## src/rtl/qr_pkg.sv

```systemverilog
package qr_pkg;

	// Matrix data format, signed Q2.10
	localparam int DATA_W    = 13;
	localparam int DATA_FRAC = 10;

	// Inverse CORDIC gain, about 0.60725 in Q0.10
	localparam int K_W    = 11;
	localparam int K_FRAC = 10;
	localparam logic signed [K_W-1:0] K_GAIN = 11'sd622;

	// Matrix shape and addressing
	localparam int ROW_NUM = 4;
	localparam int COL_NUM = 2;
	localparam int ROW_W   = 2;
	localparam int COL_W   = 1;

	// Rotation schedule
	localparam int ITER_NUM       = 12;
	localparam int ITER_PER_CYCLE = 4;
	localparam int ITER_W         = 4;

	// Output side, r11, r12 and r22
	localparam int R_NUM    = 3;
	localparam int WR_IDX_W = 2;

	typedef enum logic [3:0] {
		IDLE, READ0, READ1, LOAD_A, ROT_A, SCALE_A,
		LOAD_B, ROT_B, SCALE_B, WRITE, DONE
	} qr_state_t;

	typedef enum logic [2:0] {
		CELL_HOLD, CELL_CLEAR, CELL_LOAD, CELL_ROT, CELL_SCALE
	} cell_op_t;

	// Multiply by K and drop the gain fraction, truncating toward minus infinity
	function automatic logic signed [DATA_W-1:0] k_scale(input logic signed [DATA_W-1:0] v);
		logic signed [DATA_W+K_W-1:0] p;
		p = v * K_GAIN;
		return p[K_FRAC +: DATA_W];
	endfunction

endpackage

```

## src/rtl/qr_step_counter.sv

```systemverilog
`timescale 1ns/10ps

module qr_step_counter import qr_pkg::*; (
	input  logic                  clk,
	input  logic                  rst,
	input  logic                  start,
	input  logic                  iter_step,
	input  logic                  row_step,
	input  logic                  wr_step,
	output logic [ITER_W-1:0]     iter,
	output logic                  iter_last,
	output logic [ROW_W-1:0]      row,
	output logic                  row_last,
	output logic [WR_IDX_W-1:0]   wr_idx
);

	assign iter_last = iter == ITER_W'(ITER_NUM - ITER_PER_CYCLE);
	assign row_last  = row == '0;

	always_ff @(posedge clk or posedge rst) begin
		if (rst) begin
			iter   <= '0;
			row    <= ROW_W'(ROW_NUM - 1);
			wr_idx <= '0;
		end else if (start) begin
			iter   <= '0;
			row    <= ROW_W'(ROW_NUM - 1);
			wr_idx <= '0;
		end else begin
			// Four micro-rotations per step and back to zero once the phase ends
			if (iter_step) begin
				iter <= iter_last ? '0 : iter + ITER_W'(ITER_PER_CYCLE);
			end
			// Bottom row first; after row 0 this wraps back to the top row
			if (row_step) begin
				row <= row - 1'b1;
			end
			if (wr_step) begin
				wr_idx <= wr_idx + 1'b1;
			end
		end
	end

	// The FSM never steps past the last index of a phase
	assert property (@(posedge clk) disable iff (rst)
		(iter_step && iter_last) |=> !iter_step);

	// Index only leaves zero while the FSM is stepping a rotation phase
	assert property (@(posedge clk) disable iff (rst) (iter != '0) |-> iter_step);

endmodule

```

## src/rtl/cordic_vector_cell.sv

```systemverilog
`timescale 1ns/10ps

module cordic_vector_cell import qr_pkg::*; (
	input  logic                         clk,
	input  logic                         rst,
	input  cell_op_t                     op,
	input  logic [ITER_W-1:0]            iter,
	input  logic signed [DATA_W-1:0]     load_y,
	output logic signed [DATA_W-1:0]     x,
	output logic signed [DATA_W-1:0]     y,
	output logic [ITER_PER_CYCLE-1:0]    dir,
	output logic                         neg
);

	logic signed [DATA_W-1:0] cx;
	logic signed [DATA_W-1:0] cy;
	logic signed [DATA_W-1:0] tx;
	logic signed [DATA_W-1:0] rot_x;
	logic signed [DATA_W-1:0] rot_y;
	logic [ITER_W-1:0]        sh;

	// Four chained micro-rotations, each steering y toward zero
	always_comb begin
		// Left half-plane vector is first flipped by 180 degrees
		neg = (op == CELL_ROT) && (iter == '0) && x[DATA_W-1];
		cx  = neg ? -x : x;
		cy  = neg ? -y : y;
		for (int k = 0; k < ITER_PER_CYCLE; k++) begin
			sh     = iter + ITER_W'(k);
			dir[k] = ~cy[DATA_W-1];
			tx     = cx;
			if (dir[k]) begin
				cx = cx + (cy >>> sh);
				cy = cy - (tx >>> sh);
			end else begin
				cx = cx - (cy >>> sh);
				cy = cy + (tx >>> sh);
			end
		end
		rot_x = cx;
		rot_y = cy;
	end

	always_ff @(posedge clk or posedge rst) begin
		if (rst) begin
			x <= '0;
			y <= '0;
		end else begin
			case (op)
				CELL_CLEAR: begin
					x <= '0;
					y <= '0;
				end
				// x keeps the running R entry
				CELL_LOAD: y <= load_y;
				CELL_ROT: begin
					x <= rot_x;
					y <= rot_y;
				end
				CELL_SCALE: begin
					x <= k_scale(x);
					y <= k_scale(y);
				end
				default: ;
			endcase
		end
	end

	// Vectoring only grows x, so the R diagonal comes out non-negative
	assert property (@(posedge clk) disable iff (rst) (op == CELL_SCALE) |=> !x[DATA_W-1]);

endmodule

```

## src/rtl/cordic_rotate_cell.sv

```systemverilog
`timescale 1ns/10ps

module cordic_rotate_cell import qr_pkg::*; (
	input  logic                         clk,
	input  logic                         rst,
	input  cell_op_t                     op,
	input  logic [ITER_W-1:0]            iter,
	input  logic signed [DATA_W-1:0]     load_y,
	input  logic [ITER_PER_CYCLE-1:0]    dir,
	input  logic                         neg,
	output logic signed [DATA_W-1:0]     x,
	output logic signed [DATA_W-1:0]     y
);

	logic signed [DATA_W-1:0] cx;
	logic signed [DATA_W-1:0] cy;
	logic signed [DATA_W-1:0] tx;
	logic signed [DATA_W-1:0] rot_x;
	logic signed [DATA_W-1:0] rot_y;
	logic [ITER_W-1:0]        sh;

	// Same shifts as the vectoring cell, directions taken from it
	always_comb begin
		cx = neg ? -x : x;
		cy = neg ? -y : y;
		for (int k = 0; k < ITER_PER_CYCLE; k++) begin
			sh = iter + ITER_W'(k);
			tx = cx;
			if (dir[k]) begin
				cx = cx + (cy >>> sh);
				cy = cy - (tx >>> sh);
			end else begin
				cx = cx - (cy >>> sh);
				cy = cy + (tx >>> sh);
			end
		end
		rot_x = cx;
		rot_y = cy;
	end

	always_ff @(posedge clk or posedge rst) begin
		if (rst) begin
			x <= '0;
			y <= '0;
		end else begin
			case (op)
				CELL_CLEAR: begin
					x <= '0;
					y <= '0;
				end
				CELL_LOAD: y <= load_y;
				CELL_ROT: begin
					x <= rot_x;
					y <= rot_y;
				end
				CELL_SCALE: begin
					x <= k_scale(x);
					y <= k_scale(y);
				end
				default: ;
			endcase
		end
	end

endmodule

```

## src/rtl/qr_ctrl_fsm.sv

```systemverilog
`timescale 1ns/10ps

module qr_ctrl_fsm import qr_pkg::*; (
	input  logic                       clk,
	input  logic                       rst,
	input  logic                       en,
	input  logic                       iter_last,
	input  logic                       row_last,
	input  logic [WR_IDX_W-1:0]        wr_idx,
	input  logic signed [DATA_W-1:0]   r11,
	input  logic signed [DATA_W-1:0]   r12,
	input  logic signed [DATA_W-1:0]   r22,
	input  logic signed [DATA_W-1:0]   resid,
	output cell_op_t                   vec1_op,
	output cell_op_t                   vec2_op,
	output cell_op_t                   rot_op,
	output logic                       iter_step,
	output logic                       row_step,
	output logic                       start,
	output logic                       wr_step,
	output logic                       rd_a,
	output logic [COL_W-1:0]           rd_a_col,
	output logic                       wr_r,
	output logic [ROW_W-1:0]           wr_r_row,
	output logic [COL_W-1:0]           wr_r_col,
	output logic signed [DATA_W-1:0]   wr_r_data,
	output logic                       valid
);

	qr_state_t state;
	qr_state_t next_state;
	logic [WR_IDX_W-1:0] sel_idx;

	always_comb begin
		next_state = state;
		case (state)
			IDLE:    next_state = en ? READ0 : IDLE;
			READ0:   next_state = READ1;
			READ1:   next_state = LOAD_A;
			LOAD_A:  next_state = ROT_A;
			ROT_A:   next_state = iter_last ? SCALE_A : ROT_A;
			SCALE_A: next_state = LOAD_B;
			LOAD_B:  next_state = ROT_B;
			ROT_B:   next_state = iter_last ? SCALE_B : ROT_B;
			SCALE_B: next_state = row_last ? WRITE : READ0;
			WRITE:   next_state = (wr_idx == WR_IDX_W'(R_NUM - 1)) ? DONE : WRITE;
			DONE:    next_state = IDLE;
			default: next_state = IDLE;
		endcase
	end

	always_ff @(posedge clk or posedge rst) begin
		if (rst) begin
			state <= IDLE;
		end else begin
			state <= next_state;
		end
	end

	// Controls are registered for the state being entered
	always_ff @(posedge clk or posedge rst) begin
		if (rst) begin
			vec1_op   <= CELL_HOLD;
			vec2_op   <= CELL_HOLD;
			rot_op    <= CELL_HOLD;
			start     <= 1'b0;
			iter_step <= 1'b0;
			row_step  <= 1'b0;
			wr_step   <= 1'b0;
			rd_a      <= 1'b0;
			rd_a_col  <= '0;
			wr_r      <= 1'b0;
			valid     <= 1'b0;
		end else begin
			vec1_op <= CELL_HOLD;
			vec2_op <= CELL_HOLD;
			rot_op  <= CELL_HOLD;
			case (next_state)
				READ0: begin
					// Fresh run wipes all three accumulators
					if (state == IDLE) begin
						vec1_op <= CELL_CLEAR;
						vec2_op <= CELL_CLEAR;
						rot_op  <= CELL_CLEAR;
					end
				end
				READ1:   vec1_op <= CELL_LOAD;
				LOAD_A:  rot_op <= CELL_LOAD;
				ROT_A: begin
					vec1_op <= CELL_ROT;
					rot_op  <= CELL_ROT;
				end
				SCALE_A: begin
					vec1_op <= CELL_SCALE;
					rot_op  <= CELL_SCALE;
				end
				LOAD_B:  vec2_op <= CELL_LOAD;
				ROT_B:   vec2_op <= CELL_ROT;
				SCALE_B: vec2_op <= CELL_SCALE;
				default: ;
			endcase
			start     <= (state == IDLE) && en;
			iter_step <= (next_state == ROT_A) || (next_state == ROT_B);
			row_step  <= next_state == SCALE_B;
			wr_step   <= next_state == WRITE;
			rd_a      <= (next_state == READ0) || (next_state == READ1);
			rd_a_col  <= (next_state == READ1) ? COL_W'(COL_NUM - 1) : '0;
			wr_r      <= next_state == WRITE;
			valid     <= next_state == DONE;
		end
	end

	// Next entry to present, as wr_idx counts the writes already out
	assign sel_idx = (state == WRITE) ? wr_idx + 1'b1 : '0;

	always_ff @(posedge clk) begin
		if (next_state == WRITE) begin
			case (sel_idx)
				0: begin
					wr_r_row  <= '0;
					wr_r_col  <= '0;
					wr_r_data <= r11;
				end
				1: begin
					wr_r_row  <= '0;
					wr_r_col  <= COL_W'(1);
					wr_r_data <= r12;
				end
				default: begin
					wr_r_row  <= ROW_W'(1);
					wr_r_col  <= COL_W'(1);
					wr_r_data <= r22;
				end
			endcase
		end
	end

	// Each write sits in WRITE at the address its write index names
	assert property (@(posedge clk) disable iff (rst)
		wr_r |-> (state == WRITE)
			&& (wr_r_row == ROW_W'(wr_idx == WR_IDX_W'(R_NUM - 1)))
			&& (wr_r_col == COL_W'(wr_idx != '0)));

	// Rotate cell must sit still while cell 2 vectors its residual
	assert property (@(posedge clk) disable iff (rst) (state == ROT_B) |-> $stable(resid));

endmodule

```

## src/rtl/qr_cordic_top.sv

```systemverilog
`timescale 1ns/10ps

module qr_cordic_top import qr_pkg::*; (
	input  logic                       clk,
	input  logic                       rst,
	input  logic                       en,
	output logic                       rd_a,
	output logic [ROW_W-1:0]           rd_a_row,
	output logic [COL_W-1:0]           rd_a_col,
	input  logic signed [DATA_W-1:0]   rd_a_data,
	output logic                       wr_r,
	output logic [ROW_W-1:0]           wr_r_row,
	output logic [COL_W-1:0]           wr_r_col,
	output logic signed [DATA_W-1:0]   wr_r_data,
	output logic                       valid
);

	cell_op_t                  vec1_op;
	cell_op_t                  vec2_op;
	cell_op_t                  rot_op;
	logic                      iter_step;
	logic                      row_step;
	logic                      start;
	logic                      wr_step;
	logic [ITER_W-1:0]         iter;
	logic                      iter_last;
	logic                      row_last;
	logic [WR_IDX_W-1:0]       wr_idx;
	logic signed [DATA_W-1:0]  r11;
	logic signed [DATA_W-1:0]  r12;
	logic signed [DATA_W-1:0]  r22;
	logic signed [DATA_W-1:0]  resid;
	logic [ITER_PER_CYCLE-1:0] dir1;
	logic                      neg1;

	qr_ctrl_fsm u_ctrl (
		.clk       (clk),
		.rst       (rst),
		.en        (en),
		.iter_last (iter_last),
		.row_last  (row_last),
		.wr_idx    (wr_idx),
		.r11       (r11),
		.r12       (r12),
		.r22       (r22),
		.resid     (resid),
		.vec1_op   (vec1_op),
		.vec2_op   (vec2_op),
		.rot_op    (rot_op),
		.iter_step (iter_step),
		.row_step  (row_step),
		.start     (start),
		.wr_step   (wr_step),
		.rd_a      (rd_a),
		.rd_a_col  (rd_a_col),
		.wr_r      (wr_r),
		.wr_r_row  (wr_r_row),
		.wr_r_col  (wr_r_col),
		.wr_r_data (wr_r_data),
		.valid     (valid)
	);

	// Row index doubles as the read row address
	qr_step_counter u_cnt (
		.clk       (clk),
		.rst       (rst),
		.start     (start),
		.iter_step (iter_step),
		.row_step  (row_step),
		.wr_step   (wr_step),
		.iter      (iter),
		.iter_last (iter_last),
		.row       (rd_a_row),
		.row_last  (row_last),
		.wr_idx    (wr_idx)
	);

	// Phase A, first column
	cordic_vector_cell u_vec_r11 (
		.clk    (clk),
		.rst    (rst),
		.op     (vec1_op),
		.iter   (iter),
		.load_y (rd_a_data),
		.x      (r11),
		.y      (),
		.dir    (dir1),
		.neg    (neg1)
	);

	cordic_rotate_cell u_rot_r12 (
		.clk    (clk),
		.rst    (rst),
		.op     (rot_op),
		.iter   (iter),
		.load_y (rd_a_data),
		.dir    (dir1),
		.neg    (neg1),
		.x      (r12),
		.y      (resid)
	);

	// Phase B, nothing downstream needs its decisions
	cordic_vector_cell u_vec_r22 (
		.clk    (clk),
		.rst    (rst),
		.op     (vec2_op),
		.iter   (iter),
		.load_y (resid),
		.x      (r22),
		.y      (),
		.dir    (),
		.neg    ()
	);

endmodule

```

## config.mk

```make
export PLATFORM = sky130hd
export DESIGN_NAME = qr_cordic_top
export DESIGN_NICKNAME = d
export VERILOG_FILES = /design/src/rtl/qr_pkg.sv /design/src/rtl/qr_step_counter.sv /design/src/rtl/cordic_vector_cell.sv /design/src/rtl/cordic_rotate_cell.sv /design/src/rtl/qr_ctrl_fsm.sv /design/src/rtl/qr_cordic_top.sv
export SDC_FILE = /design/constraint.sdc
export NUM_CORES = 2
export LEC_CHECK = 0
export BUFFER_PORTS_ARGS = -buffer_cell sky130_fd_sc_hd__buf_2
export CORE_MARGIN = 3
export CORE_UTILIZATION = 26
export DETAILED_ROUTE_END_ITERATION = 8
export HOLD_SLACK_MARGIN = 0.1
export MAX_ROUTING_LAYER = met4
export SYNTH_ARGS = -nofsm -noshare
export SYNTH_HDL_FRONTEND = slang
export SYNTH_HIERARCHICAL = 1
export SYNTH_SLANG_ARGS = --single-unit
export TNS_END_PERCENT = 20
```

## constraint.sdc

```tcl
create_clock -name clk -period 25.3 [get_ports clk]
set_input_delay 0 -clock clk [delete_from_list [all_inputs] [get_ports clk]]
set_output_delay 0 -clock clk [all_outputs]
set_load 0.02 [all_outputs]
```

==> qor.yml <==
grt_pass1_vias: 56500
async_reset_ff_frac: 0.873
synth_mux_area_frac: 0.0548
fin_worst_skew_ns: 0.0208
synth-compound-area-share: 0.281
fp.dieW_um: 481
grt_max_degree: 336
mostFrequentLayoutCells: "ha_1 (713), inv_1 (693), nand2_1 (685)"
nets: 8589
cts_post_setup_buffers_inserted: 0
synthSimpleGateAreaFrac: 0.187
critPathMaxStageDelay_ns: 0.76
die_h_um: 481
postPlaceCellArea_um2: 61500
required_ns: 25.65
worst_slack_ns: 3.92
numCtsBuffers: 17
drive_above_1_share: 0.0668
fin_area_um2: 62300
synth_edf_count: 15
crit_path_top_delay_cell: "clkinv_1"
wire_per_inst_um: 20.9
status: "finished, final reports clean"
track_usage: 0.189
final_common_cell: "ha_1"
cts_tree: "yes"
synthCells: 7786
hold_viol_final: 0
core-area_um2: 223000
dieArea_um2: 231000
drt_iter0_markers: 6724
maxSlewHeadroom: 0.109
synth_seq_cells: 118
clockBufferDepth: 2
synth_area_um2: 58600
clkTransAtPathRegs_ns: 0.07
place.gp.congestion: 0.985
worst_pin_slew_ns: 1.33
crit_fanout: 33
drv_slew: 0
fmax_mhz: 46.8
critical_path_class: "reg2reg"
ys_seq_area_frac: 0.0517
drv_cap: 0
num_rows: 173
post-route-min-period_ns: 21.38
finalSetupViolCount: 0
viasPerCell: 5.63
synth-xor-area-share: 0.0953
dp_slack_ns: 4.26
worst_path_most_repeated_cell: "a21oi_1"
clock_latency_ns: 0.48
ant_nets: 0
dp_hpwl_um: 176000
root_buffer: "clkbuf_16"
io_pins: 38
critPathCaptureType: "register"
drt_first_pass_iters: 7
synth.distinct_cells: 169
n_fill_cell: 24100
arrival_ns: 21.74
cts_num_sinks: 118
min_period_over_period: 0.845
htree_levels: 4
setup_tns_ns: 0
grt_first_pass_wirelength_um: 339000
via_count: 59500
grt.overflow.total: 0
holdWs_ns: 0.190
antenna_found_initial: 5
yosys_warnings: 6
synthFlopType: "dfrtp_1"
hold_class: "in2async"
grt_setup_unrepaired: "false"
syn_avg_cell_area_um2: 7.53
route.detailed.drc: 0
portBuffers: 36
wirelength_um: 221000
synth_top_family_by_area: "compound AO/OA/AOI/OAI gates"
synthAdderAreaFrac: 0.253
syn_to_final_growth_pct: 6.29
cp-start-kind: "register"
start_util: 0.263
## through the flow
stage / instances / utilization
floorplan: 7787 / -
global placement: 10500 / 0.276
detailed placement: 10500 / 0.276
CTS: 10600 / 0.279
global route: 10600 / 0.279
finish: 10600 / 0.279
## Yosys cell counts (26+ instances only)
| master | n | area [um2] |
|---|---|---|
| o221ai_1 | 44 | 385 |
| xnor2_1 | 434 | 3800 |
| a22oi_1 | 26 | 195 |
| a211o_1 | 31 | 272 |
| xor2_1 | 173 | 1520 |
| o21a_1 | 59 | 443 |
| mux2i_1 | 184 | 1840 |
| o31ai_1 | 63 | 473 |
| buf_1 | 55 | 206 |
| a31oi_1 | 104 | 651 |
| and2_1 | 54 | 338 |
| a21oi_1 | 636 | 3180 |
| nand3_1 | 136 | 681 |
| buf_4 | 29 | 218 |
| o21ai_0 | 408 | 2040 |
| inv_1 | 693 | 2600 |
| a221oi_1 | 49 | 429 |
| nor2b_1 | 66 | 413 |
| a21o_1 | 139 | 1040 |
| or2_2 | 31 | 194 |
| mux2_2 | 45 | 507 |
| o21bai_1 | 120 | 901 |
| and3_1 | 60 | 375 |
| nand2b_1 | 62 | 388 |
| buf_2 | 36 | 180 |
| nor3_1 | 173 | 866 |
| ha_1 | 713 | 8920 |
| clkbuf_1 | 237 | 890 |
| or3_1 | 41 | 257 |
| nor2_1 | 684 | 2570 |
| fa_1 | 294 | 5890 |
| nand2_1 | 685 | 2570 |
| o31a_1 | 29 | 254 |
| o22ai_1 | 85 | 532 |
| a21boi_0 | 27 | 203 |
| buf_6 | 26 | 293 |
| dfrtp_1 | 101 | 2530 |
| nand4_1 | 40 | 250 |
| a211oi_1 | 99 | 743 |
| nor4_1 | 38 | 238 |
| mux4_2 | 37 | 833 |
| o211ai_1 | 95 | 713 |
## worst paths after layout
| path | from | to | slack [ns] | depth (start not counted) |
|---|---|---|---|---|
| worst max-delay path | u_cnt/iter[2] | u_vec_r22/x[11] | 3.92 | 84 |
| worst min-delay path | rst | u_cnt/iter[3] | 0.19 | 3 |
| worst max register to register | u_cnt/iter[2] | u_vec_r22/x[11] | 3.92 | 84 |
| worst min register to register | u_ctrl/row_step | u_cnt/row[0] | 0.56 | 2 |
| max in group asynchronous | rst | u_ctrl/vec2_op[1] | 24.29 | 3 |
| min in group clk | rd_a_data[12] | u_vec_r11/y[12] | 0.38 | 7 |
## logic make-up after synthesis
logic type                 after synthesis
other                                    2
xor gates and xnor gates               622
and+or+nand+nor                       2263
AOI/OAI and AO/OA                     2403
DFF                                    118
adders and majority gates             1007
muxes                                  268
buffers and inverters                 1103
## area by class of cell
class                   instances  area (um2)  area share
repair buffers                148        1060      0.0170
well taps                    2975        3720      0.0598
inverters                     715        2690      0.0432
diodes                          7        17.5    0.000281
clock inverters                15         155     0.00249
multi-input cells            6566       51200       0.822
flip-flops and latches        118        3040      0.0488
clock buffers                  17         425     0.00683
## registers in the layout, indices dropped and copies added (netlist names), 2 cells and up
| signal | cells |
|---|---|
| u_cnt/iter | 2 |
| u_cnt/row | 2 |
| u_cnt/wr_idx | 2 |
| u_ctrl/rot_op | 3 |
| u_ctrl/state | 4 |
| u_ctrl/vec1_op | 2 |
| u_ctrl/vec2_op | 3 |
| u_ctrl/wr_r_data | 13 |
| u_rot_r12/x | 13 |
| u_rot_r12/y | 13 |
| u_vec_r11/x | 13 |
| u_vec_r11/y | 13 |
| u_vec_r22/x | 13 |
| u_vec_r22/y | 13 |
## worst max-delay path, delay by kind of cell, from the launching register on
| kind | cells | cell delay (ns) |
|---|---|---|
| simple gates | 21 | 5.56 |
| buf+inv | 7 | 2.06 |
| compound gates | 42 | 8.09 |
| flops | 1 | 0.73 |
| mux | 2 | 0.76 |
| fa+ha+maj | 8 | 2.38 |
| xor+xnor | 4 | 1.62 |
## what timing repair did
item,CTS,global route
gates resized for setup,0,0
hold endpoints to repair,125,0
hold buffers,14,0
## metal layers
layer,share of wire,track usage
met5,0,-
met4,0.033,0.0593
met3,0.071,0.0210
met2,0.44,0.291
met1,0.45,0.257
Power is not shown: default switching activity piles up to over one toggle a cycle in this logic, so the estimate is an artifact.
